--- config.mk ---
export PLATFORM = sky130hd
export DESIGN_NAME = decodeTop
export DESIGN_NICKNAME = d
export VERILOG_FILES = /design/src/uopPkg.sv /design/src/dispatchPkg.sv /design/src/decodeTop.sv /design/src/steerStage.sv /design/src/decodeUnits.sv /design/src/decodeFpu.sv /design/src/uopQueue.sv
export SDC_FILE = /design/constraint.sdc
export NUM_CORES = 1
export LEC_CHECK = 0
export BUFFER_PORTS_ARGS = -buffer_cell sky130_fd_sc_hd__buf_2
export CAP_MARGIN = 20
export CORE_MARGIN = 2
export CORE_UTILIZATION = 52
export CTS_BUF_LIST = sky130_fd_sc_hd__clkbuf_4 sky130_fd_sc_hd__clkbuf_8
export DETAILED_ROUTE_END_ITERATION = 12
export MAX_ROUTING_LAYER = met4
export PLACE_DENSITY_LB_ADDON = 0.3
export SLEW_MARGIN = 20
export SYNTH_ARGS = -nofsm -noshare
export SYNTH_HDL_FRONTEND = slang
export SYNTH_HIERARCHICAL = 1
export SYNTH_SLANG_ARGS = --single-unit
export TNS_END_PERCENT = 1
--- constraint.sdc ---
create_clock -name clk -period 2.85 [get_ports clk]
set_input_delay 0.57 -clock clk [delete_from_list [all_inputs] [get_ports clk]]
set_output_delay 0.57 -clock clk [all_outputs]
set_load 0.01 [all_outputs]
--- src/uopPkg.sv ---
// Instruction-side definitions (opcodes, micro-op word views, field widths) used by the decode slice
package uopPkg;

	// ========================================================================
	// Field widths
	// ========================================================================

	localparam int OPCODE_W = 7;
	localparam int REG_W = 5;
	localparam int FUNC_W = 10;
	localparam int IMM_W = 15;
	localparam int TAG_W = 8;

	// Everything after the opcode, seen as one opaque field
	localparam int REST_W = 32 - OPCODE_W;

	// ========================================================================
	// Opcodes
	// ========================================================================

	// Seven-bit opcode space; any encoding not listed here is illegal
	typedef enum logic [OPCODE_W-1:0] {
		NOP    = 7'h00,
		ADD    = 7'h02,
		ADDI   = 7'h04,
		CMPI   = 7'h05,
		ANDI   = 7'h08,
		ORI    = 7'h09,
		XORI   = 7'h0a,
		BRANCH = 7'h28,
		LOAD   = 7'h48,
		STORE  = 7'h49,
		// Scalar floating point, half through quad precision
		FLTH   = 7'h70,
		FLTS   = 7'h71,
		FLTD   = 7'h72,
		FLTQ   = 7'h73,
		// Packed floating point, half through quad precision
		FLTPH  = 7'h74,
		FLTPS  = 7'h75,
		FLTPD  = 7'h76,
		FLTPQ  = 7'h77,
		// Generic packed operation, precision carried in func
		FLTP   = 7'h78
	} opcode_e;

	// ========================================================================
	// Micro-op word
	// ========================================================================

	// The same 32 bits read three ways; the opcode always sits at the top
	typedef union packed {
		struct packed {
			opcode_e opcode;
			logic [REST_W-1:0] rest;
		} any;
		struct packed {
			opcode_e opcode;
			logic [REG_W-1:0] rd;
			logic [REG_W-1:0] rs1;
			logic [REG_W-1:0] rs2;
			logic [FUNC_W-1:0] func;
		} rr;
		struct packed {
			opcode_e opcode;
			logic [REG_W-1:0] rd;
			logic [REG_W-1:0] rs1;
			logic [IMM_W-1:0] imm;
		} ri;
	} micro_op_t;

	// Input handshake payload: the micro-op plus its program-order tag
	typedef struct packed {
		logic [TAG_W-1:0] tag;
		micro_op_t uop;
	} tagged_uop_t;

endpackage
--- src/dispatchPkg.sv ---
// Dispatch-side definitions (unit codes, unit mask, decoded record, FPU sharing switch) for decode
package dispatchPkg;

	// ========================================================================
	// Functional units
	// ========================================================================

	// Target unit code; NONE marks an illegal micro-op
	typedef enum logic [2:0] {
		NONE   = 3'd0,
		ALU    = 3'd1,
		FPU    = 3'd2,
		MEM    = 3'd3,
		BRANCH = 3'd4
	} unit_e;

	// One bit per unit that is able to execute the micro-op
	typedef struct packed {
		logic alu;
		logic fpu;
		logic mem;
		logic branch;
	} unit_mask_t;

	// When set, the FPU also accepts the simple immediate ALU operations
	localparam logic PERFORMANCE = 1'b1;

	// ========================================================================
	// Decoded record
	// ========================================================================

	// Output handshake payload
	// rs2 is zero for immediate formats and imm is zero for register formats
	typedef struct packed {
		logic [uopPkg::TAG_W-1:0] tag;
		unit_mask_t unitMask;
		unit_e target;
		logic hasImm;
		logic [uopPkg::REG_W-1:0] rd;
		logic [uopPkg::REG_W-1:0] rs1;
		logic [uopPkg::REG_W-1:0] rs2;
		logic [uopPkg::IMM_W-1:0] imm;
	} decoded_uop_t;

endpackage

--- src/decodeTop.sv ---
// Top of the decode classification slice wiring input queue, unit decoder and steering register
`timescale 1ns/1ps

module decodeTop (
	input  logic clk,
	input  logic rst,
	input  logic inValid,
	output logic inReady,
	input  uopPkg::tagged_uop_t inUop,
	output logic outValid,
	input  logic outReady,
	output dispatchPkg::decoded_uop_t outDecoded
);

	// Queue head and its handshake
	logic qValid;
	logic qReady;
	uopPkg::tagged_uop_t qUop;
	// Decoder output before a target is chosen
	dispatchPkg::decoded_uop_t decoded;

	uopQueue queue0 (
		.clk(clk),
		.rst(rst),
		.inValid(inValid),
		.inReady(inReady),
		.inUop(inUop),
		.qValid(qValid),
		.qReady(qReady),
		.qUop(qUop)
	);

	// Purely combinational, so the queue head is classified in the same cycle
	decodeUnits units0 (
		.qUop(qUop),
		.decoded(decoded)
	);

	steerStage steer0 (
		.clk(clk),
		.rst(rst),
		.qValid(qValid),
		.qReady(qReady),
		.decoded(decoded),
		.outValid(outValid),
		.outReady(outReady),
		.outDecoded(outDecoded)
	);

endmodule

--- src/steerStage.sv ---
// Output register that picks the target unit, alternates shared ALU/FPU work and applies back-pressure
`timescale 1ns/1ps

module steerStage (
	input  logic clk,
	input  logic rst,
	input  logic qValid,
	output logic qReady,
	input  dispatchPkg::decoded_uop_t decoded,
	output logic outValid,
	input  logic outReady,
	output dispatchPkg::decoded_uop_t outDecoded
);

	logic load;
	logic shared;
	// Low means the next shared micro-op goes to the ALU
	logic pickFpu;
	dispatchPkg::unit_e target;

	// Take a new record when empty or when the current one leaves this cycle
	assign qReady = !outValid || outReady;
	assign load = qValid && qReady;

	// Both ALU and FPU can take it, so the load balancer decides
	assign shared = decoded.unitMask.alu && decoded.unitMask.fpu;

	always_comb
	begin
		if (shared)
			target = pickFpu ? dispatchPkg::FPU : dispatchPkg::ALU;
		else if (decoded.unitMask.alu)
			target = dispatchPkg::ALU;
		else if (decoded.unitMask.fpu)
			target = dispatchPkg::FPU;
		else if (decoded.unitMask.mem)
			target = dispatchPkg::MEM;
		else if (decoded.unitMask.branch)
			target = dispatchPkg::BRANCH;
		else
			target = dispatchPkg::NONE;
	end

	// ========================================================================
	// Control state
	// ========================================================================

	always_ff @(posedge clk)
	begin
		if (rst)
		begin
			outValid <= 1'b0;
			pickFpu <= 1'b0;
		end
		else
		begin
			if (load)
				outValid <= 1'b1;
			else if (outReady)
				outValid <= 1'b0;
			// Single-unit micro-ops leave the alternation alone
			if (load && shared)
				pickFpu <= ~pickFpu;
		end
	end

	// Payload register
	always_ff @(posedge clk)
	begin
		if (load)
		begin
			outDecoded <= decoded;
			outDecoded.target <= target;
		end
	end

endmodule

--- src/decodeUnits.sv ---
// Combinational unit-mask and operand-field decoder placed between the input queue and steering
`timescale 1ns/1ps

module decodeUnits (
	input  uopPkg::tagged_uop_t qUop,
	output dispatchPkg::decoded_uop_t decoded
);

	uopPkg::micro_op_t uop;
	uopPkg::opcode_e opcode;
	logic fpuOk;
	logic aluOk;
	logic memOk;
	logic branchOk;
	logic hasImm;

	assign uop = qUop.uop;
	assign opcode = uop.any.opcode;

	// ========================================================================
	// Unit classification
	// ========================================================================

	// The FPU decision lives in one place only
	decodeFpu fpuDec (
		.uop(uop),
		.fpu(fpuOk)
	);

	// Integer and memory classes; floating-point opcodes fall to the default
	always_comb
	begin
		aluOk = 1'b0;
		memOk = 1'b0;
		branchOk = 1'b0;
		hasImm = 1'b0;
		case (opcode)
			uopPkg::ADD:
				aluOk = 1'b1;
			uopPkg::ADDI,
			uopPkg::CMPI,
			uopPkg::ANDI,
			uopPkg::ORI,
			uopPkg::XORI:
			begin
				aluOk = 1'b1;
				hasImm = 1'b1;
			end
			uopPkg::NOP:
				aluOk = 1'b1;
			uopPkg::LOAD,
			uopPkg::STORE:
			begin
				memOk = 1'b1;
				// Address offset rides in the immediate field
				hasImm = 1'b1;
			end
			uopPkg::BRANCH:
			begin
				branchOk = 1'b1;
				// Displacement rides in the immediate field
				hasImm = 1'b1;
			end
			default:
			begin
				aluOk = 1'b0;
				hasImm = 1'b0;
			end
		endcase
	end

	// ========================================================================
	// Record assembly
	// ========================================================================

	always_comb
	begin
		decoded.tag = qUop.tag;
		decoded.unitMask.alu = aluOk;
		decoded.unitMask.fpu = fpuOk;
		decoded.unitMask.mem = memOk;
		decoded.unitMask.branch = branchOk;
		// Steering picks the real target later
		decoded.target = dispatchPkg::NONE;
		decoded.hasImm = hasImm;
		// rd and rs1 sit at the same bits in both formats
		decoded.rd = uop.rr.rd;
		decoded.rs1 = uop.rr.rs1;
		// The field that the format does not carry is forced to zero
		if (hasImm)
		begin
			decoded.rs2 = '0;
			decoded.imm = uop.ri.imm;
		end
		else
		begin
			decoded.rs2 = uop.rr.rs2;
			decoded.imm = '0;
		end
	end

endmodule

--- src/decodeFpu.sv ---
// Combinational check of whether a micro-op may be issued to the floating-point unit
`timescale 1ns/1ps

module decodeFpu (
	input  uopPkg::micro_op_t uop,
	output logic fpu
);

	// Only the opcode matters here, so the opaque view is enough
	always_comb
	begin
		case (uop.any.opcode)
			// All floating-point formats, scalar and packed
			uopPkg::FLTH,
			uopPkg::FLTS,
			uopPkg::FLTD,
			uopPkg::FLTQ,
			uopPkg::FLTPH,
			uopPkg::FLTPS,
			uopPkg::FLTPD,
			uopPkg::FLTPQ,
			uopPkg::FLTP:
				fpu = 1'b1;
			// Simple immediate operations are shared with the FPU integer path
			// only when the package switch asks for it
			uopPkg::ADDI,
			uopPkg::CMPI,
			uopPkg::ANDI,
			uopPkg::ORI,
			uopPkg::XORI:
				fpu = dispatchPkg::PERFORMANCE;
			// Any unit can retire a NOP
			uopPkg::NOP:
				fpu = 1'b1;
			default:
				fpu = 1'b0;
		endcase
	end

endmodule

--- src/uopQueue.sv ---
// Two-entry input skid queue that accepts tagged micro-ops over valid/ready and feeds the decoder
`timescale 1ns/1ps

module uopQueue (
	input  logic clk,
	input  logic rst,
	input  logic inValid,
	output logic inReady,
	input  uopPkg::tagged_uop_t inUop,
	output logic qValid,
	input  logic qReady,
	output uopPkg::tagged_uop_t qUop
);

	// Two payload slots, written at wrPtr and read at rdPtr
	uopPkg::tagged_uop_t entries [2];
	logic wrPtr;
	logic rdPtr;
	logic [1:0] count;
	logic [1:0] countNext;
	logic push;
	logic pop;

	// inReady is a register, so a push never depends on downstream ready
	assign push = inValid && inReady;
	assign pop = qValid && qReady;

	// Head of queue goes straight to the decoder
	assign qValid = (count != 2'd0);
	assign qUop = entries[rdPtr];

	always_comb
	begin
		countNext = count;
		case ({push, pop})
			2'b10: countNext = count + 2'd1;
			2'b01: countNext = count - 2'd1;
			default: countNext = count;
		endcase
	end

	always_ff @(posedge clk)
	begin
		if (push)
			entries[wrPtr] <= inUop;
	end

	always_ff @(posedge clk)
	begin
		if (rst)
		begin
			wrPtr <= 1'b0;
			rdPtr <= 1'b0;
			count <= 2'd0;
			inReady <= 1'b0;
		end
		else
		begin
			if (push)
				wrPtr <= ~wrPtr;
			if (pop)
				rdPtr <= ~rdPtr;
			count <= countNext;
			// Look ahead one cycle so ready drops as the second slot fills
			inReady <= (countNext != 2'd2);
		end
	end

endmodule

==> results of run 1 <==
-- final cells by class --
cell class	instances	area, µm²
clock inverters	14	183
fillers	748	3620
well taps	133	166
clock buffers	18	241
inverters	19	71.3
repair buffers	101	543
multi-input cells	112	1000
flip-flops and latches	134	3950
-- state kept, by name, summed over array words and instances, names as in the netlist, named ones only --
signal,count
steer0/outDecoded,46
steer0/outValid,1
queue0/count,2
steer0/pickFpu,1
queue0/wrPtr,1
queue0/inReady,1
queue0/entries,80
queue0/rdPtr,1
-- report_power, final --
group | leakage, nW | internal [mW] | switching, mW
registers | 1.24 | 2.71 | 0.128
logic | 0.851 | 0.574 | 0.773
clock network | 0.219 | 0.958 | 0.688
total | 2.31 | 4.24 | 1.59
-- worst max-delay path, delay by kind of cell, from the launching register on --
family,cells,cell delay [ns]
AOI/OAI and AO/OA,2,0.57
DFF,1,0.42
muxes,3,1.06
and+or+nand+nor,1,0.14
-- placed cells by master, fill, tap and decap left out, types with 2 or more instances in the layout --
cell type	instances
edfxtp_1	126
buf_2	91
mux2_2	40
inv_1	19
clkbuf_8	17
a31oi_1	15
buf_4	9
dfxtp_1	7
nor2_1	6
and4_1	5
bufinv_16	4
clkinv_2	4
clkinv_4	3
nor2b_1	3
xnor2_1	3
a21oi_1	3
nand3_1	3
clkinv_1	2
xor2_1	2
o21ai_0	2
and2_2	2
nor3b_2	2
-- worst paths after layout --
path,endpoint,slack (ns),depth (start not counted)
setup / recovery,steer0/pickFpu$_SDFFE_PP0P_,0.55,6
setup reg to reg,steer0/pickFpu$_SDFFE_PP0P_,0.55,6
hold / removal,queue0/entries[1][11]$_DFFE_PP_,0.35,1
hold reg to reg,queue0/rdPtr$_SDFFE_PP0P_,0.52,2
-- metal layers --
metal	vias up	track usage, %	part of all wire (%)	wire length [µm]
li1	1284	-	-	-
met4	0	5.21	0.93	76
met3	8	4.51	5.1	415
met2	87	26.5	50	4130
met5	-	-	0	0
met1	1279	20.1	44	3560
==> impl_metrics.sql, run 1 <==
INSERT INTO impl_metrics (metric_group, metric, value, unit) VALUES
('run_status', 'run_status', 'complete, no violations', ''),
('pwr', 'cell_leakage_power', '2.31', 'nW'),
('die', 'initial_utilization', '53.7', '%'),
('global_routing', 'grt_start_max_net_pins', '32', ''),
('sta', 'final.setup.worst_slack', '0.549', 'ns'),
('cts', 'path_clk_slew', '0.07', 'ns'),
('detailed_routing', 'dr_total_vias', '2658', ''),
('sta', 'period_needed', '2.30', 'ns'),
('cts', 'ctsResizeCount', '0', ''),
('placement', 'dp_hpwl', '5380', 'µm'),
('cts', 'cts_tree', 'yes', ''),
('pwr', 'finalPower', '5.83', 'mW'),
('synthesis', 'synthesis.nets', '343', ''),
('global_routing', 'wire_length_of_the_first_global_routing_pass', '13100', 'µm'),
('synthesis', 'netlist_area', '5250', 'µm²'),
('synthesis', 'syn_avg_cell_area', '17.6', 'µm²'),
('placement', 'placement.cell_area', '5730', 'µm²'),
('synthesis', 'synth.yosys.warnings', '6', ''),
('cts', 'cts-root-to-sink-buffers', '2', ''),
('worst_setup_path', 'path_cells', 'mux2_2 > mux2_1 > o22a_1 > o41ai_2 > nand4_2 > mux2_4', ''),
('worst_setup_path', 'worst_ep_required_time', '3.14', 'ns'),
('sta', 'relSlewSlack', '58.4', '%'),
('die', 'core_area', '9770', 'µm²'),
('run', 'max_cap_viol_count', '0', ''),
('sta', 'setup_violations_final', '0', ''),
('cts', 'root_buffer', 'clkbuf_8', ''),
('cts', 'post-cts-setup-buffer-count', '0', ''),
('sta', 'fin_tns_setup', '0', 'ns'),
('sta', 'hold-worst-slack', '0.346', 'ns'),
('die', 'io_pins', '92', ''),
('detailed_routing', 'drt_drc_violations_left', '0', ''),
('die', 'floorplan.rows', '36', ''),
('die', 'die-height', '104', 'µm'),
('sta', 'final-hold-violation-count', '0', ''),
('cts', 'postCtsHoldBufs', '0', ''),
('sta', 'max_clock_freq', '435', 'MHz'),
('min_path', 'min_from', 'inUop[11]', ''),
('synthesis', 'post_synth_inst_count', '298', ''),
('worst_setup_path', 'path_max_fanout', '8', ''),
('min_path', 'hold_path_class', 'in -> reg', ''),
('placement', 'pre_cts_setup_slack', '0.550', 'ns'),
('cts', 'numCtsBuffers', '17', ''),
('global_routing', 'grt_antenna_before_repair', '0', ''),
('global_routing', 'number_of_global_route_vias_before_repair', '2694', ''),
('placement', 'dp_cells', '499', ''),
('final_layout', 'fraction_of_the_core_area_covered_by_cells_at_the_end_of_the_flow', '63.0', '%'),
('sta', 'finalClockSkew', '0.0110', 'ns'),
('sta', 'timing_worst_slew_pin_value', '0.623', 'ns'),
('pwr', 'vdd_drop_max', '0.461', 'mV'),
('sta', 'timing_max_transition_violations_final', '0', ''),
('detailed_routing', 'drt-initial-drc-count', '89', ''),
('global_routing', 'globalRouteOverflowTotal', '0', ''),
('die', 'dieWidth', '104', 'µm'),
('cts', 'worstSkewPairLatency', '0.41', 'ns'),
('worst_setup_path', 'cp_slowest_stage_delay', '0.42', 'ns'),
('worst_setup_path', 'crit_path_top_delay_cell', 'dfxtp_2', ''),
('worst_setup_path', 'nature_of_the_critical_path_endpoint', 'flop', ''),
('worst_setup_path', 'critPathLaunchType', 'flop', ''),
('detailed_routing', 'drt-pass1-iter-count', '4', ''),
('detailed_routing', 'drtAntennaViolNets', '0', ''),
('cts', 'clock-sinks', '134', ''),
('detailed_routing', 'postRouteWirelength', '8180', 'µm'),
('detailed_routing', 'drt-vias-per-instance', '5.01', ''),
('final_layout', 'final_design_area_no_fill', '6150', 'µm²'),
('die', 'floorplan.die_area', '10900', 'µm²'),
('sta', 'layout_worst_path_cycle_share', '80.7', '%'),
('sta', 'rsz_0062_raised_after_global_routing', 'false', ''),
('placement', 'number_of_port_buffers', '91', ''),
('final_layout', 'nets', '430', ''),
('placement', 'gp_routability_congestion', '0.762', ''),
('pwr', 'p_per_area', '948', 'nW/µm²'),
('detailed_routing', 'detail_route.wl_per_cell', '15.4', 'µm'),
('cts', 'count_of_h_tree_levels_built_during_cts', '4', ''),
('global_routing', 'grt_util_all_layers', '16.3', '%'),
('final_layout', 'share_of_cells_above_drive_strength_1', '47.0', '%'),
('final_layout', 'n_antenna_cell', '0', ''),
('final_layout', 'layout.cells.non_filler', '531', ''),
('worst_setup_path', 'timing.setup.critical_path_class', 'reg -> reg', ''),
('worst_setup_path', 'arrival', '2.60', 'ns'),
('final_layout', 'layout_area_overhead', '17.3', '%');
(Power assumes the default switching activity.)
==> run 2: changes to the inputs <==
==> constraint.sdc (replaced) <==
create_clock -name clk -period 2.05 [get_ports clk]
set_input_delay 0.41 -clock clk [delete_from_list [all_inputs] [get_ports clk]]
set_output_delay 0.41 -clock clk [all_outputs]
set_load 0.01 [all_outputs]
==> run 2 against run 1 <==
Net effect: the flow now finishes with violations (setup timing); largest power group unchanged; largest cell class unchanged; wire length is 3.6% higher; die area stayed put; utilization rose by 1.4 points; global-route usage increased by 0.48 points.
==> impl_metrics.sql, run 2 (same netlist as run 1, synthesis figures left out) <==
INSERT INTO impl_metrics (metric_group, metric, value, unit) VALUES
('cts', 'postCtsHoldBufs', '0', ''),
('pwr', 'combPwrFrac', '24.3', '%'),
('pwr', 'net-switching-power', '2.31', 'mW'),
('final_layout', 'nets', '440', ''),
('pwr', 'share_seq_of_total_power', '48.6', '%'),
('global_routing', 'wire_length_of_the_first_global_routing_pass', '13600', 'µm'),
('final_layout', 'most_common_cell_after_layout_fill_and_taps_aside', 'edfxtp_1', ''),
('sta', 'finalClockSkew', '0.00971', 'ns'),
('cts', 'count_of_h_tree_levels_built_during_cts', '4', ''),
('global_routing', 'number_of_global_route_vias_before_repair', '2800', ''),
('cts', 'cts_tree', 'yes', ''),
('run', 'max_cap_viol_count', '0', ''),
('pwr', 'finalPower', '8.16', 'mW'),
('placement', 'number_of_port_buffers', '91', ''),
('sta', 'relSlewSlack', '71.9', '%'),
('die', 'floorplan.rows', '36', ''),
('cts', 'numCtsBuffers', '17', ''),
('final_layout', 'layout_area_overhead', '19.9', '%'),
('worst_setup_path', 'arrival', '2.32', 'ns'),
('placement', 'dp_cells', '508', ''),
('sta', 'fin_tns_setup', '-0.0484', 'ns'),
('worst_setup_path', 'timing.setup.critical_path_class', 'reg -> reg', ''),
('detailed_routing', 'postRouteWirelength', '8470', 'µm'),
('detailed_routing', 'drt-vias-per-instance', '5.05', ''),
('detailed_routing', 'drt_drc_violations_left', '0', ''),
('cts', 'worstSkewPairLatency', '0.41', 'ns'),
('final_layout', 'share_of_cells_above_drive_strength_1', '49.3', '%'),
('final_layout', 'max_flop_register', 'queue0/entries', ''),
('die', 'die-height', '104', 'µm'),
('pwr', 'vdd_drop_max', '0.812', 'mV'),
('final_layout', 'max_reg_flops', '80', ''),
('placement', 'gp_routability_congestion', '0.761', ''),
('sta', 'hold-worst-slack', '0.186', 'ns'),
('pwr', 'power.switching_fraction', '28.3', '%'),
('sta', 'final-hold-violation-count', '0', ''),
('global_routing', 'grt_util_all_layers', '16.8', '%'),
('pwr', 'power.clock.fraction', '27.1', '%'),
('min_path', 'hold_path_class', 'in -> reg', ''),
('pwr', 'p_per_area', '1300', 'nW/µm²'),
('sta', 'final.setup.worst_slack', '-0.0187', 'ns'),
('placement', 'dp_hpwl', '5560', 'µm'),
('placement', 'placement.cell_area', '5820', 'µm²'),
('sta', 'period_needed', '2.07', 'ns'),
('sta', 'layout_worst_path_cycle_share', '101', '%'),
('sta', 'max_clock_freq', '483', 'MHz'),
('die', 'initial_utilization', '53.7', '%'),
('sta', 'setup_violations_final', '3', ''),
('die', 'floorplan.die_area', '10900', 'µm²'),
('final_layout', 'n_antenna_cell', '0', ''),
('worst_setup_path', 'critPathLaunchType', 'flop', ''),
('detailed_routing', 'drt-pass1-iter-count', '4', ''),
('sta', 'timing_max_transition_violations_final', '0', ''),
('sta', 'rsz_0062_raised_after_global_routing', 'true', ''),
('detailed_routing', 'drtAntennaViolNets', '0', ''),
('die', 'core_area', '9770', 'µm²'),
('global_routing', 'grt_antenna_before_repair', '0', ''),
('run_status', 'failed_checks', 'setup timing', ''),
('detailed_routing', 'dr_total_vias', '2734', ''),
('global_routing', 'grt_start_max_net_pins', '34', ''),
('detailed_routing', 'drt-initial-drc-count', '107', ''),
('cts', 'clock-sinks', '134', ''),
('final_layout', 'layout.cells.non_filler', '541', ''),
('placement', 'pre_cts_setup_slack', '-0.137', 'ns'),
('die', 'io_pins', '92', ''),
('die', 'dieWidth', '104', 'µm'),
('run_status', 'run_status', 'finished, violations left', ''),
('final_layout', 'fraction_of_the_core_area_covered_by_cells_at_the_end_of_the_flow', '64.4', '%'),
('cts', 'cts-root-to-sink-buffers', '2', ''),
('final_layout', 'top_regs', 'queue0/entries: 80 flops, steer0/outDecoded: 46 flops, queue0/count: 2 flops', ''),
('pwr', 'cell_leakage_power', '2.37', 'nW'),
('cts', 'root_buffer', 'clkbuf_8', ''),
('worst_setup_path', 'path_max_fanout', '6', ''),
('worst_setup_path', 'nature_of_the_critical_path_endpoint', 'flop', ''),
('worst_setup_path', 'worst_ep_required_time', '2.30', 'ns'),
('final_layout', 'mostFrequentLayoutCells', 'edfxtp_1, buf_2, mux2_2', ''),
('final_layout', 'layout_fillers', '718', ''),
('pwr', 'p_int', '5.86', 'mW'),
('global_routing', 'globalRouteOverflowTotal', '0', ''),
('cts', 'path_clk_slew', '0.08', 'ns'),
('sta', 'timing_worst_slew_pin_value', '0.422', 'ns'),
('final_layout', 'final_design_area_no_fill', '6290', 'µm²'),
('detailed_routing', 'detail_route.wl_per_cell', '15.7', 'µm');
run 2: cell types whose count changed in the layout (fill, tap and decap cells not counted), moves of 2 or more:
cell        before  now
mux2_4           1    5
clkinvlp_4       0    3
buf_12           1    3
buf_4            9   16
clkinv_1         2    0
mux2_2          40   36
run 2: cell type report:
type | instances | area [µm²] | share of cell area (%)
Clock buffer | 17 | 234 | 3.72
Clock inverter | 15 | 180 | 2.86
Inverter | 19 | 71.3 | 1.13
Multi-Input combinational cell | 112 | 1050 | 16.6
Sequential cell | 134 | 3950 | 62.7
Tap cell | 133 | 166 | 2.64
Timing Repair Buffer | 111 | 647 | 10.3
run 2: what timing repair did:
| item | in CTS | in global routing |
|---|---|---|
| setup endpoints to repair | 20 | 20 |
| gates cloned | 0 | 0 |
| resized for setup | 8 | 3 |
| setup buffers | 0 | 1 |
| pin swaps | 1 | 2 |
run 2: critical path, cell delays in order, from the launching register on:
cell and delay [ns]:
dfxtp_4 0.39, mux2_4 0.31, buf_4 0.16, xor2_1 0.27, a21oi_1 0.17, nor2b_4 0.17, inv_1 0.07, o21ai_1 0.15
a21boi_1 0.22
run 2: final timing paths:
path,cells after the start,slack [ns],start,to
worst max-delay path,8,-0.02,flop,steer0/outDecoded[31]$_DFFE_PP_
worst min-delay path,1,0.19,inUop[23],queue0/entries[0][23]$_DFFE_PP_
worst max register to register,8,-0.02,flop,steer0/outDecoded[31]$_DFFE_PP_
worst min register to register,1,0.54,queue0/count[1]$_SDFF_PP0_,queue0/inReady$_SDFF_PP0_
run 2: routing by layer:
metal	vias to the layer above	share of wire, %	wire [µm]	global-route usage [%]
met5	-	0	0	-
li1	1301	-	-	-
met4	0	0.50	42	4.63
met1	1340	42	3600	19.9
met3	6	5.5	465	5.45
met2	87	52	4360	27.8
run 2: power by group through the flow:
stage	sequential (mW)	combinational, mW	clock [mW]
final	3.96	1.98	2.21
after global routing	4.03	2.15	2.39
after CTS	3.98	2.00	2.29
after detailed placement	4.02	1.95	0
after global placement	4.01	1.91	0
after floorplan	4.23	1.07	0
